**src/hw/vsaPkg.sv**
```systemverilog
// vsa shared definitions
package vsaPkg;

    // datapath geometry
    localparam int dataWidth    = 5;                  // register and data bus width
    localparam int pcWidth      = 5;                  // fetch address width
    localparam int instrWidth   = 12;                 // instruction word width
    localparam int regCount     = 4;                  // r0 plus three general registers
    localparam int regAddrWidth = $clog2(regCount);   // register select field width
    localparam int pcStep       = 2;                  // pc advance per instruction

    // five control states, one clock each
    typedef enum logic [2:0] {
        IF  = 3'd0,   // fetch
        ID  = 3'd1,   // decode and operand read
        EX  = 3'd2,   // execute
        MEM = 3'd3,   // memory access and pc update
        WB  = 3'd4    // register write-back
    } vsaState_e;

    // major opcode, 6 and 7 unused
    typedef enum logic [2:0] {
        opLw     = 3'd0,
        opSw     = 3'd1,
        opBeqz   = 3'd2,
        opAluReg = 3'd3,   // r-format, see funct
        opAddi   = 3'd4,
        opSubi   = 3'd5
    } vsaOpcode_e;

    // r-format function field
    typedef enum logic [2:0] {
        fnAdd = 3'd0,
        fnSub = 3'd1,
        fnAnd = 3'd2,
        fnOr  = 3'd3,
        fnXor = 3'd4,
        fnNot = 3'd5,   // operand a only
        fnSrl = 3'd6,   // shift right by one, zero fill
        fnSra = 3'd7    // shift right by one, sign fill
    } vsaFunct_e;

    // instruction layout, msb first
    // i-format reuses src2 as destination and dst/funct as immediate
    typedef struct packed {
        vsaOpcode_e              opcode;
        logic [regAddrWidth-1:0] src1;
        logic [regAddrWidth-1:0] src2;
        logic [regAddrWidth-1:0] dst;
        vsaFunct_e               funct;
    } vsaInstr_t;

    // operand registers loaded in ID
    typedef struct packed {
        logic [dataWidth-1:0] a;
        logic [dataWidth-1:0] b;
    } vsaOperands_t;

    // data memory request
    typedef struct packed {
        logic [dataWidth-1:0] addr;    // result register
        logic [dataWidth-1:0] wdata;   // store data
        logic                 wr;      // write strobe
    } vsaMemReq_t;

    // 5-bit immediate from the low fields
    function automatic logic [dataWidth-1:0] immOf(vsaInstr_t instr);
        return {instr.dst, instr.funct};
    endfunction

endpackage

```
**src/hw/vsaAlu.sv**
```systemverilog
// vsa arithmetic unit
`timescale 1ns/1ps

module vsaAlu
    import vsaPkg::*;
(
    input  vsaInstr_t            instr,
    input  vsaOperands_t         operands,
    output logic [dataWidth-1:0] aluResult
);

    logic [dataWidth-1:0] imm;   // i-format immediate
    logic [dataWidth-1:0] a;
    logic [dataWidth-1:0] b;

    assign imm = immOf(instr);
    assign a   = operands.a;
    assign b   = operands.b;

    // execute-stage result, registered by the datapath
    always_comb begin
        case (instr.opcode)
            opLw,
            opSw:     aluResult = a + imm;   // effective address
            opAddi:   aluResult = a + imm;
            opSubi:   aluResult = a - imm;
            opAluReg: begin
                case (instr.funct)
                    fnAdd:   aluResult = a + b;
                    fnSub:   aluResult = a - b;
                    fnAnd:   aluResult = a & b;
                    fnOr:    aluResult = a | b;
                    fnXor:   aluResult = a ^ b;
                    fnNot:   aluResult = ~a;
                    fnSrl:   aluResult = {1'b0, a[dataWidth-1:1]};
                    fnSra:   aluResult = {a[dataWidth-1], a[dataWidth-1:1]};
                    default: aluResult = '0;
                endcase
            end
            default:  aluResult = '0;   // beqz and unused opcodes
        endcase
    end

    // no clock here, so check once the inputs have settled
    always_comb begin
        if (instr.opcode inside {opLw, opSw, opBeqz, opAluReg, opAddi, opSubi}) begin
            aluDefined : assert final (!$isunknown(aluResult))
                else $error("vsaAlu result unknown for opcode %0d", instr.opcode);
        end
    end

endmodule

```
**src/hw/vsaBranchUnit.sv**
```systemverilog
// vsa branch unit
`timescale 1ns/1ps

module vsaBranchUnit
    import vsaPkg::*;
(
    input  logic                 clock,
    input  logic                 rstN,
    input  vsaState_e            state,
    input  vsaInstr_t            instr,
    input  logic [dataWidth-1:0] operandA,
    output logic [pcWidth-1:0]   branchTarget,
    output logic [pcWidth-1:0]   pc
);

    logic [pcWidth-1:0]   nextPc;   // fall-through address
    logic                 cond;     // beqz taken
    logic [dataWidth-1:0] imm;
    logic                 isBeqz;

    assign imm    = immOf(instr);
    assign isBeqz = instr.opcode == opBeqz;

    // fall-through plus twice the low four immediate bits
    assign branchTarget = nextPc + {imm[3:0], 1'b0};

    always_ff @(posedge clock or negedge rstN) begin
        if (!rstN) begin
            pc     <= '0;
            nextPc <= '0;
            cond   <= 1'b0;
        end else begin
            case (state)
                IF: begin
                    nextPc <= pc + pcWidth'(pcStep);
                end
                EX: begin
                    cond <= isBeqz && (operandA == '0);   // cleared for anything else
                end
                MEM: begin
                    // pc held from here through the next fetch
                    if (cond) begin
                        pc <= branchTarget;
                    end else begin
                        pc <= nextPc;
                    end
                end
                default: begin
                    // ID and WB leave the pc path alone
                end
            endcase
        end
    end

    // pc update in MEM must have taken the fall-through path
    pcFallThrough : assert property (
        @(posedge clock) disable iff (!rstN)
        (state == WB && !(isBeqz && cond)) |-> pc == nextPc
    ) else $error("vsaBranchUnit pc %0d differs from nextPc %0d in WB", pc, nextPc);

endmodule

```
**src/hw/vsaDatapath.sv**
```systemverilog
// vsa datapath and sequencer
`timescale 1ns/1ps

module vsaDatapath
    import vsaPkg::*;
(
    input  logic                  clock,
    input  logic                  rstN,
    input  logic [instrWidth-1:0] instruction,    // from instruction memory
    input  logic [dataWidth-1:0]  datain,         // load data
    input  logic [dataWidth-1:0]  aluResult,
    input  logic [pcWidth-1:0]    branchTarget,
    output vsaState_e             state,
    output vsaInstr_t             instr,
    output vsaOperands_t          operands,
    output vsaMemReq_t            memReq
);

    logic [dataWidth-1:0]    regFile [regCount];   // r0 kept at zero
    logic [dataWidth-1:0]    result;               // execute result register
    logic [dataWidth-1:0]    loadData;             // load data register
    vsaState_e               stateNext;

    // write-back decode
    logic                    isAluReg;
    logic                    isImm;
    logic                    isLoad;
    logic                    wrEn;
    logic [regAddrWidth-1:0] wrAddr;
    logic [dataWidth-1:0]    wrData;

    // fixed five-state ring
    always_comb begin
        case (state)
            IF:      stateNext = ID;
            ID:      stateNext = EX;
            EX:      stateNext = MEM;
            MEM:     stateNext = WB;
            default: stateNext = IF;   // WB wraps
        endcase
    end

    always_ff @(posedge clock or negedge rstN) begin
        if (!rstN) begin
            state <= IF;
        end else begin
            state <= stateNext;
        end
    end

    // instruction, operand, result and load registers
    always_ff @(posedge clock or negedge rstN) begin
        if (!rstN) begin
            instr    <= '0;
            operands <= '0;
            result   <= '0;
            loadData <= '0;
        end else begin
            case (state)
                IF: begin
                    instr <= vsaInstr_t'(instruction);   // memory answers within IF
                end
                ID: begin
                    operands.a <= regFile[instr.src1];
                    operands.b <= regFile[instr.src2];
                end
                EX: begin
                    // branch target rides the result register for beqz
                    if (instr.opcode == opBeqz) begin
                        result <= branchTarget;
                    end else begin
                        result <= aluResult;
                    end
                end
                MEM: begin
                    if (isLoad) begin
                        loadData <= datain;
                    end
                end
                default: begin
                    // WB only touches the register file
                end
            endcase
        end
    end

    assign isAluReg = instr.opcode == opAluReg;
    assign isImm    = instr.opcode inside {opAddi, opSubi};
    assign isLoad   = instr.opcode == opLw;

    // destination select, r-format uses dst, i-format uses src2
    always_comb begin
        wrEn   = 1'b0;
        wrAddr = instr.src2;
        wrData = result;
        if (isAluReg) begin
            wrEn   = 1'b1;
            wrAddr = instr.dst;
        end else if (isImm) begin
            wrEn   = 1'b1;
        end else if (isLoad) begin
            wrEn   = 1'b1;
            wrData = loadData;
        end
        if (wrAddr == '0) begin
            wrEn = 1'b0;   // r0 writes dropped
        end
    end

    always_ff @(posedge clock or negedge rstN) begin
        if (!rstN) begin
            for (int i = 0; i < regCount; i++) begin
                regFile[i] <= '0;
            end
        end else if (state == WB && wrEn) begin
            regFile[wrAddr] <= wrData;
        end
    end

    // data memory request
    assign memReq.addr  = result;
    assign memReq.wdata = operands.b;
    assign memReq.wr    = (state == MEM) && (instr.opcode == opSw);

    r0Zero : assert property (
        @(posedge clock) disable iff (!rstN)
        regFile[0] == '0
    ) else $error("vsaDatapath r0 holds %0d", regFile[0]);

    // single-cycle strobe, only in MEM
    wrInMem : assert property (
        @(posedge clock) disable iff (!rstN)
        memReq.wr |-> state == MEM ##1 (state == WB && !memReq.wr)
    ) else $error("vsaDatapath write strobe outside MEM");

endmodule

```
**src/hw/vsaCpu.sv**
```systemverilog
// vsa processor top
`timescale 1ns/1ps

module vsaCpu
    import vsaPkg::*;
(
    input  logic                  clock,
    input  logic                  rstN,
    output logic [pcWidth-1:0]    pc,            // fetch address
    input  logic [instrWidth-1:0] instruction,
    output vsaMemReq_t            memReq,        // data memory request
    input  logic [dataWidth-1:0]  datain         // load data
);

    vsaState_e            state;
    vsaInstr_t            instr;
    vsaOperands_t         operands;
    logic [dataWidth-1:0] aluResult;      // combinational execute result
    logic [pcWidth-1:0]   branchTarget;   // beqz destination

    // sequencer, registers and write-back
    vsaDatapath u_datapath (
        .clock        (clock),
        .rstN         (rstN),
        .instruction  (instruction),
        .datain       (datain),
        .aluResult    (aluResult),
        .branchTarget (branchTarget),
        .state        (state),
        .instr        (instr),
        .operands     (operands),
        .memReq       (memReq)
    );

    vsaAlu u_alu (
        .instr     (instr),
        .operands  (operands),
        .aluResult (aluResult)
    );

    // pc and branch condition
    vsaBranchUnit u_branchUnit (
        .clock        (clock),
        .rstN         (rstN),
        .state        (state),
        .instr        (instr),
        .operandA     (operands.a),
        .branchTarget (branchTarget),
        .pc           (pc)
    );

endmodule

```
**config.mk**
```make
export PLATFORM = sky130hd
export DESIGN_NAME = vsaCpu
export DESIGN_NICKNAME = d
export VERILOG_FILES = /design/src/hw/vsaPkg.sv /design/src/hw/vsaAlu.sv /design/src/hw/vsaBranchUnit.sv /design/src/hw/vsaDatapath.sv /design/src/hw/vsaCpu.sv
export SDC_FILE = /design/constraint.sdc
export NUM_CORES = 1
export LEC_CHECK = 0
export BUFFER_PORTS_ARGS = -buffer_cell sky130_fd_sc_hd__buf_2
export CAP_MARGIN = 25
export CORE_MARGIN = 1
export CORE_UTILIZATION = 60
export CTS_CLUSTER_DIAMETER = 80
export CTS_CLUSTER_SIZE = 12
export DETAILED_ROUTE_END_ITERATION = 8
export GPL_ROUTABILITY_DRIVEN = 0
export PLACE_DENSITY_LB_ADDON = 0.3
export SYNTH_ARGS = -nofsm -noshare
export SYNTH_HDL_FRONTEND = slang
export SYNTH_SLANG_ARGS = --single-unit
```
**constraint.sdc**
```tcl
create_clock -name clock -period 2.9 [get_ports clock]
set_clock_uncertainty 0.05 [all_clocks]
set_input_delay 0.29 -clock clock [delete_from_list [all_inputs] [get_ports clock]]
set_output_delay 0.29 -clock clock [all_outputs]
set_load 0.01 [all_outputs]
```
==> impl_metrics.json <==
{
  "dieArea_sq_mm": 0.007089,
  "die_w_microns": 84.20,
  "clk_latency_ns": 0.35,
  "cellPowerDensity_mw_per_mm2": 723.2,
  "ant_nets": 0,
  "cts_buffer_depth": 2,
  "violations": "design-rule violations",
  "met1_usage_pct": 36.32,
  "synth_seq_cells": 66,
  "grt_use_met3_pct": 5.408,
  "hold_path_class": "input port to flip-flop",
  "fillers": 492,
  "worstSetupEndpointType": "flip-flop",
  "multi_input_area_sq_mm": 0.002213,
  "setup.worst_path.class": "flip-flop to flip-flop",
  "wl_microns": 8640,
  "syn_inst": 360,
  "final_nets": 438,
  "worstMarginPinSlew_ns": 0.6821,
  "die_h_microns": 84.20,
  "via_count": 2814,
  "clockRootBuffer": "clkbuf_8",
  "r2r-end": "u_datapath.result[4]",
  "ys_seq_area_share_pct": 40.74,
  "grt_pass1_wl_microns": 14120,
  "wl_per_cell_microns": 18.38,
  "leakage_nw": 2.081,
  "antenna_found_initial": 0,
  "syn_to_final_growth_pct": 9.167,
  "synth_area_per_cell_sq_um": 11.26,
  "critical_path.startpoint": "u_datapath.instr[1]",
  "regToRegStartpoint": "u_datapath.instr[1]",
  "htreeDepth": 3,
  "setup_viol": 0,
  "syn_area_sq_mm": 0.004054,
  "grt_busiest_layer": "met2",
  "start_kind": "flip-flop",
  "cts-buffers-inserted": 9,
  "cts_setup_buffers": 0,
  "layout_commonest_cell": "dfrtp_1",
  "worstSetupEndpoint": "u_datapath.result[4]",
  "seqCellArea_sq_mm": 0.001652,
  "crit_fanout": 5,
  "clk_pin_slew_worst_paths_ns": 0.07,
  "synth_nets": 410,
  "port_buffers": 34,
  "viasPerCell": 5.987,
  "globalRouteMet2Util_pct": 41.65,
  "numClockSinks": 66,
  "mostFrequentLayoutCells": "66 x dfrtp_1, 34 x buf_2, 33 x nand2_1",
  "start_util_pct": 63.12,
  "synth_ff_type": "dfrtp_1",
  "yosysUniqueCellTypes": 50,
  "period_share_pct": 93.46,
  "core_sq_mm": 0.006422,
  "max_slew_margin_pct": 54.53,
  "grt_usage_pct": 26.24,
  "fin_setup_tns_ns": 0,
  "drc": 2,
  "yosysWarnings": 0,
  "clock.fmax_mhz": 369.0,
  "outcome": "complete, but fails checks",
  "drtIter0Drc": 212,
  "vdd_drop_max_mv": 0.3720,
  "grt_pass1_vias": 2748,
  "rsz0062_at_grt": "false",
  "crit_required_ns": 3.11,
  "ff2ff_setup_slack_ns": 0.19,
  "synthArstFlopShare_pct": 100.0,
  "grt_max_degree": 32,
  "cp.arrival_ns": 2.92,
  "path_cells": "inv_2, ha_1, nor2b_2, mux2i_1, fa_1, a21o_1, a21oi_1, xnor2_1, a221o_1, a21oi_1",
  "grt.overflow.total": 0,
  "synth_edf_count": 0,
  "maxCapViolations": 0,
  "drt_pass1_iterations": 9,
  "cts_tree": "done",
  "diodes": 0,
  "slowest_delay_ns": 0.45,
  "period_needed_ns": 2.710,
  "hold_depth": 3,
  "reg2reg_depth": 10,
  "row_count": 29,
  "drv_slew": 0,
  "layout-drive-gt1-share_pct": 29.52,
  "io-pin-count": 35,
  "power_mw": 3.201,
  "finalHoldViolations": 0,
  "cp_common_cell": "a21oi_1",
  "slowest_stage": "dfrtp_1",
  "dp_hpwl_microns": 6441
}
## worst min path at each step
stage	from	to	slack (ns)
6_report	instruction[0]	u_datapath.instr[0]	0.10
5_1_grt	instruction[10]	u_datapath.instr[10]	0.11
4_1_cts	instruction[0]	u_datapath.instr[0]	0.1
3_5_place_dp	rstN	u_datapath.regFile[10]	0.31
3_3_place_gp	rstN	u_datapath.regFile[10]	0.32
2_1_floorplan	rstN	u_branchUnit.cond	-0.06
## where the power goes
| group | internal [mW] | total (mW) | switching [mW] |
|---|---|---|---|
| Clock | 0.330 | 0.668 | 0.337 |
| Combinational | 0.612 | 1.19 | 0.575 |
| Sequential | 1.12 | 1.35 | 0.227 |
| Total | 2.06 | 3.20 | 1.14 |
## registers in the layout, summed over array words and instances (netlist names)
| signal | cells |
|---|---|
| u_branchUnit.cond | 1 |
| u_branchUnit.nextPc | 5 |
| u_datapath.memReq | 5 |
| u_branchUnit.pc | 5 |
| u_datapath.result | 5 |
| u_datapath.operands | 5 |
| u_datapath.state | 3 |
| u_datapath.regFile | 20 |
| u_datapath.instr | 12 |
| u_datapath.loadData | 5 |
## per-stage QoR
| step | worst slack, ns | cell area (sq um) | hold slack, ns | cells | util (%) |
|---|---|---|---|---|---|
| finish | 0.1896 | 4425 | 0.1049 | 470 | 68.91 |
| global route | 0.02029 | 4425 | 0.1130 | 470 | 68.91 |
| CTS | 0.1298 | 4425 | 0.09596 | 470 | 68.91 |
| detailed placement | 0.2385 | 4252 | 0.3139 | 453 | 66.20 |
| global placement | 0.3291 | 4252 | 0.3211 | 453 | 66.20 |
| floorplan | 0.4357 | 4054 | -0.05559 | 360 | - |
## Yosys cell counts, types with 2 or more instances
master	count	area, sq um
a21boi_1	2	15.01
o22ai_1	4	25.02
mux2_2	22	247.7
fa_1	3	60.06
buf_4	5	37.54
nor3_1	3	15.01
mux2_4	15	225.2
a22oi_1	3	22.52
mux4_2	10	225.2
nand2_1	33	123.9
o21ai_0	24	120.1
a21o_1	5	37.54
nor2_1	10	37.54
xnor2_1	13	113.9
o21ai_4	2	32.53
nand3b_1	2	15.01
inv_1	22	82.58
ha_1	28	350.3
mux2i_1	4	40.04
a31oi_1	3	18.77
and2_1	2	12.51
nor3b_1	2	15.01
clkbuf_1	13	48.80
nor3b_2	4	50.05
xor2_1	6	52.55
o211ai_1	4	30.03
nand2b_1	3	18.77
dfrtp_1	66	1652
a222oi_1	2	20.02
nand3_1	4	20.02
a221o_1	3	30.03
a21oi_1	18	90.09
buf_2	3	15.01
## timing repair
| action | 4_1_cts | 5_1_grt |
|---|---|---|
| setup endpoints to repair | 0 | 1 |
| hold buffers | 1 | 0 |
| gates resized for setup | 0 | 1 |
| endpoints found under the hold margin | 29 | 0 |
## layout make-up
class                           instances  share of cell area, %
Sequential cell                        66                  37.32
Inverter                               22                  1.866
Timing Repair Buffer                   40                  4.919
Clock inverter                          3                 0.3393
Clock buffer                           13                  3.364
Multi-Input combinational cell        249                  50.01
Tap cell                               77                  2.177
## cells by family after synthesis
kind of cell,synth area share (%)
AOI/OAI and AO/OA,12.22
xor gates and xnor gates,4.105
adders and majority gates,10.12
buffers and inverters,4.907
DFF,40.74
muxes,18.21
and+or+nand+nor,9.691
## critical path: cells and delay by family, from the launching register on
kind / cells / cell delay, ns
AND/OR/NAND/NOR: 1 / 0.24
XOR/XNOR: 1 / 0.10
buffers and inverters: 1 / 0.13
flip-flops: 1 / 0.45
multiplexers: 1 / 0.15
adder cells (fa/ha/maj): 2 / 0.62
AO/OA/AOI/OAI: 4 / 0.88
## routing by layer
layer,wire (microns),up-vias
met5,0,-
met4,165,0
met3,493,19
met2,4114,111
met1,3867,1360
li1,-,1324
Power figures use the tool's default switching activity.
